## src/design/pixel_pkg.sv

```systemverilog
package pixel_pkg;

    // camera FIFO sizing
    localparam int FIFO_DEPTH = 8;
    localparam int FIFO_AW    = 3;

    // released pixel pairs per rate tick
    localparam int TICK_PIXELS = 16;
    localparam int TICK_CW     = $clog2(TICK_PIXELS);

    // colour fields of one RGB565 pixel, red in the top bits
    typedef struct packed {
        logic [4:0] red;
        logic [5:0] green;
        logic [4:0] blue;
    } rgb565_t;

    // the packer builds the raw word, the display reads the fields
    typedef union packed {
        logic [15:0] raw;
        rgb565_t     fields;
    } pixel_565_u;

    // one assembled pixel, valid for a single cycle
    typedef struct packed {
        logic       valid;
        pixel_565_u pixel;
    } cam_pixel_t;

    // raw camera byte port
    typedef struct packed {
        logic       href;
        logic       strobe;
        logic [7:0] data;
    } cam_bytes_t;

endpackage

```

## src/design/video_timing_pkg.sv

```systemverilog
package video_timing_pkg;

    // horizontal timing in pixel clocks
    localparam int H_ACTIVE = 16;
    localparam int H_FRONT  = 2;
    localparam int H_SYNC   = 2;
    localparam int H_BACK   = 2;
    localparam int H_TOTAL  = H_ACTIVE + H_FRONT + H_SYNC + H_BACK;

    // vertical timing in lines
    localparam int V_ACTIVE = 4;
    localparam int V_FRONT  = 1;
    localparam int V_SYNC   = 1;
    localparam int V_BACK   = 1;
    localparam int V_TOTAL  = V_ACTIVE + V_FRONT + V_SYNC + V_BACK;

    // counter widths
    localparam int H_CW = $clog2(H_TOTAL);
    localparam int V_CW = $clog2(V_TOTAL);

    // both syncs active high
    typedef struct packed {
        logic hsync;
        logic vsync;
        logic de;
    } video_sync_t;

endpackage

```

## src/design/cam_byte_packer.sv

```systemverilog
`timescale 1ns/1ns

module cam_byte_packer (
    input  logic                   clk,
    input  logic                   reset,
    input  pixel_pkg::cam_bytes_t  cam,
    output pixel_pkg::cam_pixel_t  pixel_out
);

    logic                   accept;
    logic                   low_phase;
    logic [7:0]             high_byte;
    logic                   valid_q;
    pixel_pkg::pixel_565_u  pix_q;

    // a byte counts only inside the line
    assign accept = cam.href && cam.strobe;

    // byte phase and output strobe
    always_ff @(posedge clk) begin
        if (reset) begin
            low_phase <= 1'b0;
            valid_q   <= 1'b0;
        end else begin
            valid_q <= 1'b0;
            if (!cam.href) begin
                // end of line drops any half pixel
                low_phase <= 1'b0;
            end else if (accept) begin
                low_phase <= !low_phase;
                valid_q   <= low_phase;
            end
        end
    end

    // high byte hold and assembled word
    always_ff @(posedge clk) begin
        if (accept) begin
            if (!low_phase) begin
                high_byte <= cam.data;
            end else begin
                pix_q.raw <= {high_byte, cam.data};
            end
        end
    end

    assign pixel_out = '{valid: valid_q, pixel: pix_q};

endmodule

```

## src/design/pixel_combine.sv

```systemverilog
`timescale 1ns/1ns

module pixel_combine (
    input  logic                   clk,
    input  logic                   reset,
    input  pixel_pkg::cam_pixel_t  pixel_1,
    input  pixel_pkg::cam_pixel_t  pixel_2,
    input  logic                   de_next,
    output pixel_pkg::pixel_565_u  pix_out_1,
    output pixel_pkg::pixel_565_u  pix_out_2,
    output logic                   pair_valid,
    output logic                   error
);

    pixel_pkg::cam_pixel_t  pix_in [2];
    pixel_pkg::pixel_565_u  head [2];
    logic [1:0]             not_empty;
    logic [1:0]             overflow;
    logic                   pop;

    assign pix_in[0] = pixel_1;
    assign pix_in[1] = pixel_2;

    // both cameras leave together or not at all
    assign pop = de_next && (&not_empty);

    for (genvar i = 0; i < 2; i++) begin : g_fifo
        pixel_pkg::pixel_565_u          mem [pixel_pkg::FIFO_DEPTH];
        logic [pixel_pkg::FIFO_AW-1:0]  wr_ptr;
        logic [pixel_pkg::FIFO_AW-1:0]  rd_ptr;
        logic [pixel_pkg::FIFO_AW:0]    count;
        logic                           full;
        logic                           push;

        assign full = count == (pixel_pkg::FIFO_AW + 1)'(pixel_pkg::FIFO_DEPTH);
        assign push = pix_in[i].valid && !full;

        assign not_empty[i] = count != '0;
        assign overflow[i]  = pix_in[i].valid && full;
        assign head[i]      = mem[rd_ptr];

        always_ff @(posedge clk) begin
            if (push) begin
                mem[wr_ptr] <= pix_in[i].pixel;
            end
        end

        // pointers wrap on their own since the depth is a power of two
        always_ff @(posedge clk) begin
            if (reset) begin
                wr_ptr <= '0;
                rd_ptr <= '0;
                count  <= '0;
            end else begin
                if (push) begin
                    wr_ptr <= wr_ptr + 1'b1;
                end
                if (pop) begin
                    rd_ptr <= rd_ptr + 1'b1;
                end
                case ({push, pop})
                    2'b10:   count <= count + 1'b1;
                    2'b01:   count <= count - 1'b1;
                    default: count <= count;
                endcase
            end
        end
    end

    // pair output, black when either camera is short
    always_ff @(posedge clk) begin
        if (pop) begin
            pix_out_1 <= head[0];
            pix_out_2 <= head[1];
        end else begin
            pix_out_1 <= '0;
            pix_out_2 <= '0;
        end
    end

    always_ff @(posedge clk) begin
        if (reset) begin
            pair_valid <= 1'b0;
            error      <= 1'b0;
        end else begin
            pair_valid <= pop;
            // sticky until reset
            if (|overflow) begin
                error <= 1'b1;
            end
        end
    end

endmodule

```

## src/design/video_timing_gen.sv

```systemverilog
`timescale 1ns/1ns

module video_timing_gen (
    input  logic                          clk,
    input  logic                          reset,
    output video_timing_pkg::video_sync_t sync,
    output logic                          de_next
);

    logic [video_timing_pkg::H_CW-1:0]  h_cnt;
    logic [video_timing_pkg::V_CW-1:0]  v_cnt;
    logic                               h_end;
    logic                               v_end;
    video_timing_pkg::video_sync_t      sync_d;

    assign h_end = h_cnt == video_timing_pkg::H_CW'(video_timing_pkg::H_TOTAL - 1);
    assign v_end = v_cnt == video_timing_pkg::V_CW'(video_timing_pkg::V_TOTAL - 1);

    // frame scan, active area first
    always_ff @(posedge clk) begin
        if (reset) begin
            h_cnt <= '0;
            v_cnt <= '0;
        end else if (h_end) begin
            h_cnt <= '0;
            v_cnt <= v_end ? '0 : v_cnt + 1'b1;
        end else begin
            h_cnt <= h_cnt + 1'b1;
        end
    end

    // decode of the current count
    assign de_next = (h_cnt < video_timing_pkg::H_CW'(video_timing_pkg::H_ACTIVE))
                  && (v_cnt < video_timing_pkg::V_CW'(video_timing_pkg::V_ACTIVE));

    assign sync_d.de    = de_next;
    assign sync_d.hsync =
        (h_cnt >= video_timing_pkg::H_CW'(video_timing_pkg::H_ACTIVE
                                          + video_timing_pkg::H_FRONT))
        && (h_cnt < video_timing_pkg::H_CW'(video_timing_pkg::H_ACTIVE
                                            + video_timing_pkg::H_FRONT
                                            + video_timing_pkg::H_SYNC));
    // vsync spans whole lines
    assign sync_d.vsync =
        (v_cnt >= video_timing_pkg::V_CW'(video_timing_pkg::V_ACTIVE
                                          + video_timing_pkg::V_FRONT))
        && (v_cnt < video_timing_pkg::V_CW'(video_timing_pkg::V_ACTIVE
                                            + video_timing_pkg::V_FRONT
                                            + video_timing_pkg::V_SYNC));

    always_ff @(posedge clk) begin
        if (reset) begin
            sync <= '0;
        end else begin
            sync <= sync_d;
        end
    end

endmodule

```

## src/design/pixel_rate_tick.sv

```systemverilog
`timescale 1ns/1ns

module pixel_rate_tick (
    input  logic clk,
    input  logic reset,
    input  logic trig,
    output logic tick
);

    logic [pixel_pkg::TICK_CW-1:0] cnt;
    logic                          wrap;

    assign wrap = cnt == pixel_pkg::TICK_CW'(pixel_pkg::TICK_PIXELS - 1);

    always_ff @(posedge clk) begin
        if (reset) begin
            cnt  <= '0;
            tick <= 1'b0;
        end else begin
            tick <= trig && wrap;
            if (trig) begin
                cnt <= wrap ? '0 : cnt + 1'b1;
            end
        end
    end

endmodule

```

## src/design/aim_bot_top.sv

```systemverilog
`timescale 1ns/1ns

module aim_bot_top (
    input  logic                          clk,
    input  logic                          reset,
    input  pixel_pkg::cam_bytes_t         cam1,
    input  pixel_pkg::cam_bytes_t         cam2,
    output video_timing_pkg::video_sync_t hdmi_sync,
    output logic [7:0]                    hdmi_r,
    output logic [7:0]                    hdmi_g,
    output logic [7:0]                    hdmi_b,
    output logic                          buf_tick,
    output logic                          comb_err
);

    pixel_pkg::cam_pixel_t  cam1_pixel;
    pixel_pkg::cam_pixel_t  cam2_pixel;
    pixel_pkg::pixel_565_u  comb_pix_1;
    logic                   comb_valid;
    logic                   de_next;

    cam_byte_packer u_cam1_packer (
        .clk       (clk       ),
        .reset     (reset     ),
        .cam       (cam1      ),
        .pixel_out (cam1_pixel)
    );

    cam_byte_packer u_cam2_packer (
        .clk       (clk       ),
        .reset     (reset     ),
        .cam       (cam2      ),
        .pixel_out (cam2_pixel)
    );

    // camera 2 only paces the release, it is not shown
    pixel_combine u_pixel_combine (
        .clk        (clk       ),
        .reset      (reset     ),
        .pixel_1    (cam1_pixel),
        .pixel_2    (cam2_pixel),
        .de_next    (de_next   ),
        .pix_out_1  (comb_pix_1),
        .pix_out_2  (          ),
        .pair_valid (comb_valid),
        .error      (comb_err  )
    );

    video_timing_gen u_video_timing_gen (
        .clk     (clk      ),
        .reset   (reset    ),
        .sync    (hdmi_sync),
        .de_next (de_next  )
    );

    pixel_rate_tick u_buf_tick (
        .clk   (clk       ),
        .reset (reset     ),
        .trig  (comb_valid),
        .tick  (buf_tick  )
    );

    // RGB565 to RGB888 with zero fill
    assign hdmi_r = comb_valid ? {comb_pix_1.fields.red,   3'b000} : 8'h00;
    assign hdmi_g = comb_valid ? {comb_pix_1.fields.green, 2'b00}  : 8'h00;
    assign hdmi_b = comb_valid ? {comb_pix_1.fields.blue,  3'b000} : 8'h00;

endmodule

```

## config.mk

```make
export PLATFORM = sky130hd
export DESIGN_NAME = aim_bot_top
export DESIGN_NICKNAME = d
export VERILOG_FILES = /design/src/design/pixel_pkg.sv /design/src/design/video_timing_pkg.sv /design/src/design/cam_byte_packer.sv /design/src/design/pixel_combine.sv /design/src/design/video_timing_gen.sv /design/src/design/pixel_rate_tick.sv /design/src/design/aim_bot_top.sv
export SDC_FILE = /design/constraint.sdc
export NUM_CORES = 1
export LEC_CHECK = 0
export ABC_CLOCK_PERIOD_IN_PS = 2800
export BUFFER_PORTS_ARGS = -buffer_cell sky130_fd_sc_hd__buf_4
export CAP_MARGIN = 20
export CORE_MARGIN = 2
export CORE_UTILIZATION = 35
export DETAILED_ROUTE_END_ITERATION = 16
export HOLD_SLACK_MARGIN = 0.03
export PLACE_DENSITY = 0.53
export SYNTH_ARGS = -nofsm -noshare
export SYNTH_HDL_FRONTEND = slang
export SYNTH_HIERARCHICAL = 1
export SYNTH_SLANG_ARGS = --single-unit
```

## constraint.sdc

```tcl
create_clock -name clk -period 2.8 [get_ports clk]
set_input_delay 0.42 -clock clk [delete_from_list [all_inputs] [get_ports clk]]
set_output_delay 0.42 -clock clk [all_outputs]
set_load 0.05 [all_outputs]
```

==> flow_summary.rst <==
.. list-table::
   :header-rows: 1

   * - Metric
     - Value
   * - Post-detailed-placement half-perimeter wirelength
     - between 8 and 9 mm
   * - Inserted Diodes
     - 0
   * - Routed wire per std cell
     - between 15 and 20 µm
   * - Placeable core area
     - approximately 23000 µm²
   * - Clock tree skew after final layout
     - around 13 ps
   * - Ratio of routed vias to standard cells
     - ~4.8
   * - Largest vdd supply drop
     - between 0.3 and 0.4 mV
   * - Layout Area Growth over Synthesis
     - 16.8%
   * - Number of I/O pins
     - approximately 50
   * - Arr. time, crit path
     - 2940 ps
   * - Class of the most critical hold timing path
     - input pin to register
   * - Final Hold Vio Count
     - 0
   * - Hold path startpoint
     - cam1[5]
   * - Wire length of the first global-routing pass
     - 23.1 mm
   * - Vias in the first global route
     - roughly 4100
   * - Post-CTS resize count
     - 0
   * - Number of antenna violations at the first check in global routing
     - 0
   * - Static Leakage
     - approximately 3.2 nW
   * - Die boundary width
     - about 160 µm
   * - Count of buffer and inverter cells on the critical path
     - 0
   * - Crit path launch type
     - register
   * - Final cell area excluding filler cells
     - roughly 9300 µm²
   * - Maximum number of pins on one net before global-route repair
     - 35
   * - Cell Area, Synth
     - 8000 µm²
   * - Data required time at the worst endpoint
     - 3180 ps
   * - End point of the worst hold path
     - u_cam1_packer/pix_q[5]$_DFFE_PP_
   * - CTS tree
     - yes
   * - TritonCTS sink count
     - approximately 200
   * - Die Y
     - about 160 µm
   * - Fin. max-slew vios
     - 0
   * - Final worst hold slack
     - 111 ps
   * - Count of non-filler cells in the finished layout
     - roughly 830
   * - Post-route DRC
     - 0
   * - Status
     - complete, no violations
   * - Power density normalized to cell area
     - between 600 and 700 nW/µm²
   * - Reg-to-reg startpoint
     - u_pixel_combine/g_fifo[0].count[1]$_SDFFE_PP0P_
   * - Number of iterations in the first detailed-routing pass
     - 4
   * - CTS H-Tree Depth
     - 1
   * - Crit share post-route
     - 0.914
   * - Capturing point of the worst reg2reg path
     - u_pixel_combine/g_fifo[0].count[3]$_SDFFE_PP0P_
   * - Sum of negative setup slack
     - 0 ps
   * - RSZ-0062 raised after global routing
     - false
   * - Clock tree root buffer cell
     - clkbuf_16
   * - FF-to-FF setup slack
     - between 200 and 250 ps
   * - Highest cell delay on the worst timing path
     - between 600 and 700 ps
   * - Class of the most critical setup path
     - register to register
   * - Starting density of the core
     - 0.355
   * - Placed standard-cell area
     - roughly 8600 µm²
   * - Die area
     - between 20000 and 25000 µm²
   * - DRT iter0 DRCs
     - ~290
   * - Fraction of layout cells with a size suffix above 1
     - 0.290
   * - Total Wirelength
     - between 10 and 15 mm
   * - GRT Residual Overflow
     - 0
   * - Cell count after placement
     - between 700 and 800
   * - Final standard cell utilization of the core
     - 0.415
   * - Final estimated routing congestion in global placement
     - 0.761
   * - Cell depth of the worst min-delay path
     - 1
   * - Transition time at the pin with the least slew margin
     - about 740 ps
   * - Relative slew slack
     - 0.507
   * - Final Critical Period
     - 2560 ps
   * - Setup violators final
     - 0
   * - Number of maximum-capacitance violations
     - 0
   * - Layout Nets
     - around 560
   * - Total of buffers placed on input and output ports
     - 34
   * - Family of cells with the greatest summed delay on the critical path
     - simple AND/OR/NAND/NOR gates
   * - Standard-cell row count
     - 55
   * - Tot GR Track Use
     - 0.125
   * - Via count of the routed design
     - slightly below 4000
   * - Critical Path, Cell by Cell
     - or4b_1 -> nand2_8 -> ha_1 -> or3_1 -> o32ai_1 -> mux2_2
   * - Cell depth of the worst flop-to-flop path
     - 6
   * - CTS Buffer Depth
     - 3
   * - Worst setup EP type
     - register
   * - Highest fanout seen on the critical path
     - 8
   * - Clock edge transition at the registers on the reported setup and hold paths
     - ~60 ps
   * - Number of routed nets with antenna violations
     - 0
   * - F_max
     - 391 MHz
   * - Clock latency of the later-clocked register in the worst-skew pair
     - 500 ps
   * - CP max stage cell
     - or4b_1
   * - Average cell area after synthesis
     - about 17 µm²
   * - Synth warnings
     - 6
   * - Synth Instances
     - 470
   * - Clock buffer count from CTS
     - 23
   * - Post-CTS setup buffers
     - 0
   * - Hold-fix buffers, CTS
     - 0
==> metal layers <==
layer	global-route usage	wire, µm	up-vias
met1	0.158	6380	1973
met3	0.0234	627	16
met5	0	0	-
li1	-	-	1862
met4	0.0379	204	0
met2	0.219	7470	81
==> per-stage QoR <==
stage,power [W],worst slack [ps]
global route,0.00646,104
floorplan,0.00338,34.3
global placement,0.00340,317
CTS,0.00632,244
detailed placement,0.00341,250
finish,0.00623,240
==> state kept, by name (all words and copies together), names as in the netlist, 3 cells and up <==
| name | flops |
|---|---|
| u_cam1_packer/high_byte | 8 |
| u_video_timing_gen/h_cnt | 5 |
| u_video_timing_gen/v_cnt | 3 |
| u_pixel_combine/g_fifo.count | 8 |
| u_pixel_combine/pix_out_1 | 16 |
| u_cam1_packer/pix_q | 16 |
| u_buf_tick/cnt | 4 |
| u_pixel_combine/g_fifo.rd_ptr | 3 |
| u_pixel_combine/g_fifo.mem | 128 |
| u_pixel_combine/g_fifo.wr_ptr | 3 |
| u_video_timing_gen/sync | 3 |
==> cell usage in the layout (no fill, tap or decap), drive strengths merged, types with 6 or more instances in the layout <==
| cell type | instances |
|---|---|
| nand3 | 7 |
| nand2b | 6 |
| buf | 53 |
| ha | 13 |
| nand2 | 11 |
| xor2 | 11 |
| clkbuf | 36 |
| inv | 8 |
| nor3 | 7 |
| mux4 | 32 |
| nor2b | 8 |
| and2 | 16 |
| o21ai | 6 |
| dfxtp | 52 |
| conb | 8 |
| nor2 | 41 |
| mux2i | 19 |
| edfxtp | 152 |
| a21oi | 13 |
==> worst reg2reg max path, stage by stage, from the launching register on <==
cell     delay (ps)
dfxtp_1         370
or4b_1          670
nand2_8         170
ha_1            320
or3_1           400
o32ai_1         160
mux2_2          360
==> area by class of cell <==
type	instances	area, µm²
Multi-Input combinational cell	235	2200
Clock buffer	36	684
Sequential cell	204	5610
Inverter	7	26.3
Tap cell	285	357
Timing Repair Buffer	53	410
Fill cell	1946	13200
Clock inverter	6	56.3
==> how the worst max path moves through the flow <==
stage	from	cells after the start	slack [ps]	to
CTS	u_pixel_combine/g_fifo[0].count[1]$_SDFFE_PP0P_	6	240	u_pixel_combine/g_fifo[0].count[3]$_SDFFE_PP0P_
global placement	u_pixel_combine/g_fifo[0].count[1]$_SDFFE_PP0P_	6	320	u_pixel_combine/g_fifo[0].count[3]$_SDFFE_PP0P_
global route	u_pixel_combine/g_fifo[0].count[1]$_SDFFE_PP0P_	8	100	u_pixel_combine/g_fifo[1].count[3]$_SDFFE_PP0P_
floorplan	u_pixel_combine/g_fifo[0].count[1]$_SDFFE_PP0P_	4	30	u_pixel_combine/g_fifo[0].mem[0][0]$_DFFE_PP_
finish	u_pixel_combine/g_fifo[0].count[1]$_SDFFE_PP0P_	6	240	u_pixel_combine/g_fifo[0].count[3]$_SDFFE_PP0P_
detailed placement	u_pixel_combine/g_fifo[0].count[1]$_SDFFE_PP0P_	6	250	u_pixel_combine/g_fifo[0].count[3]$_SDFFE_PP0P_
==> power by group <==
part	internal (W)	leakage, nW	switching (W)
Combinational	0.0000284	1.01	0.0000604
Clock	0.00176	0.364	0.00112
Sequential	0.00324	1.79	0.0000148
Power figures use the tool's default switching activity.
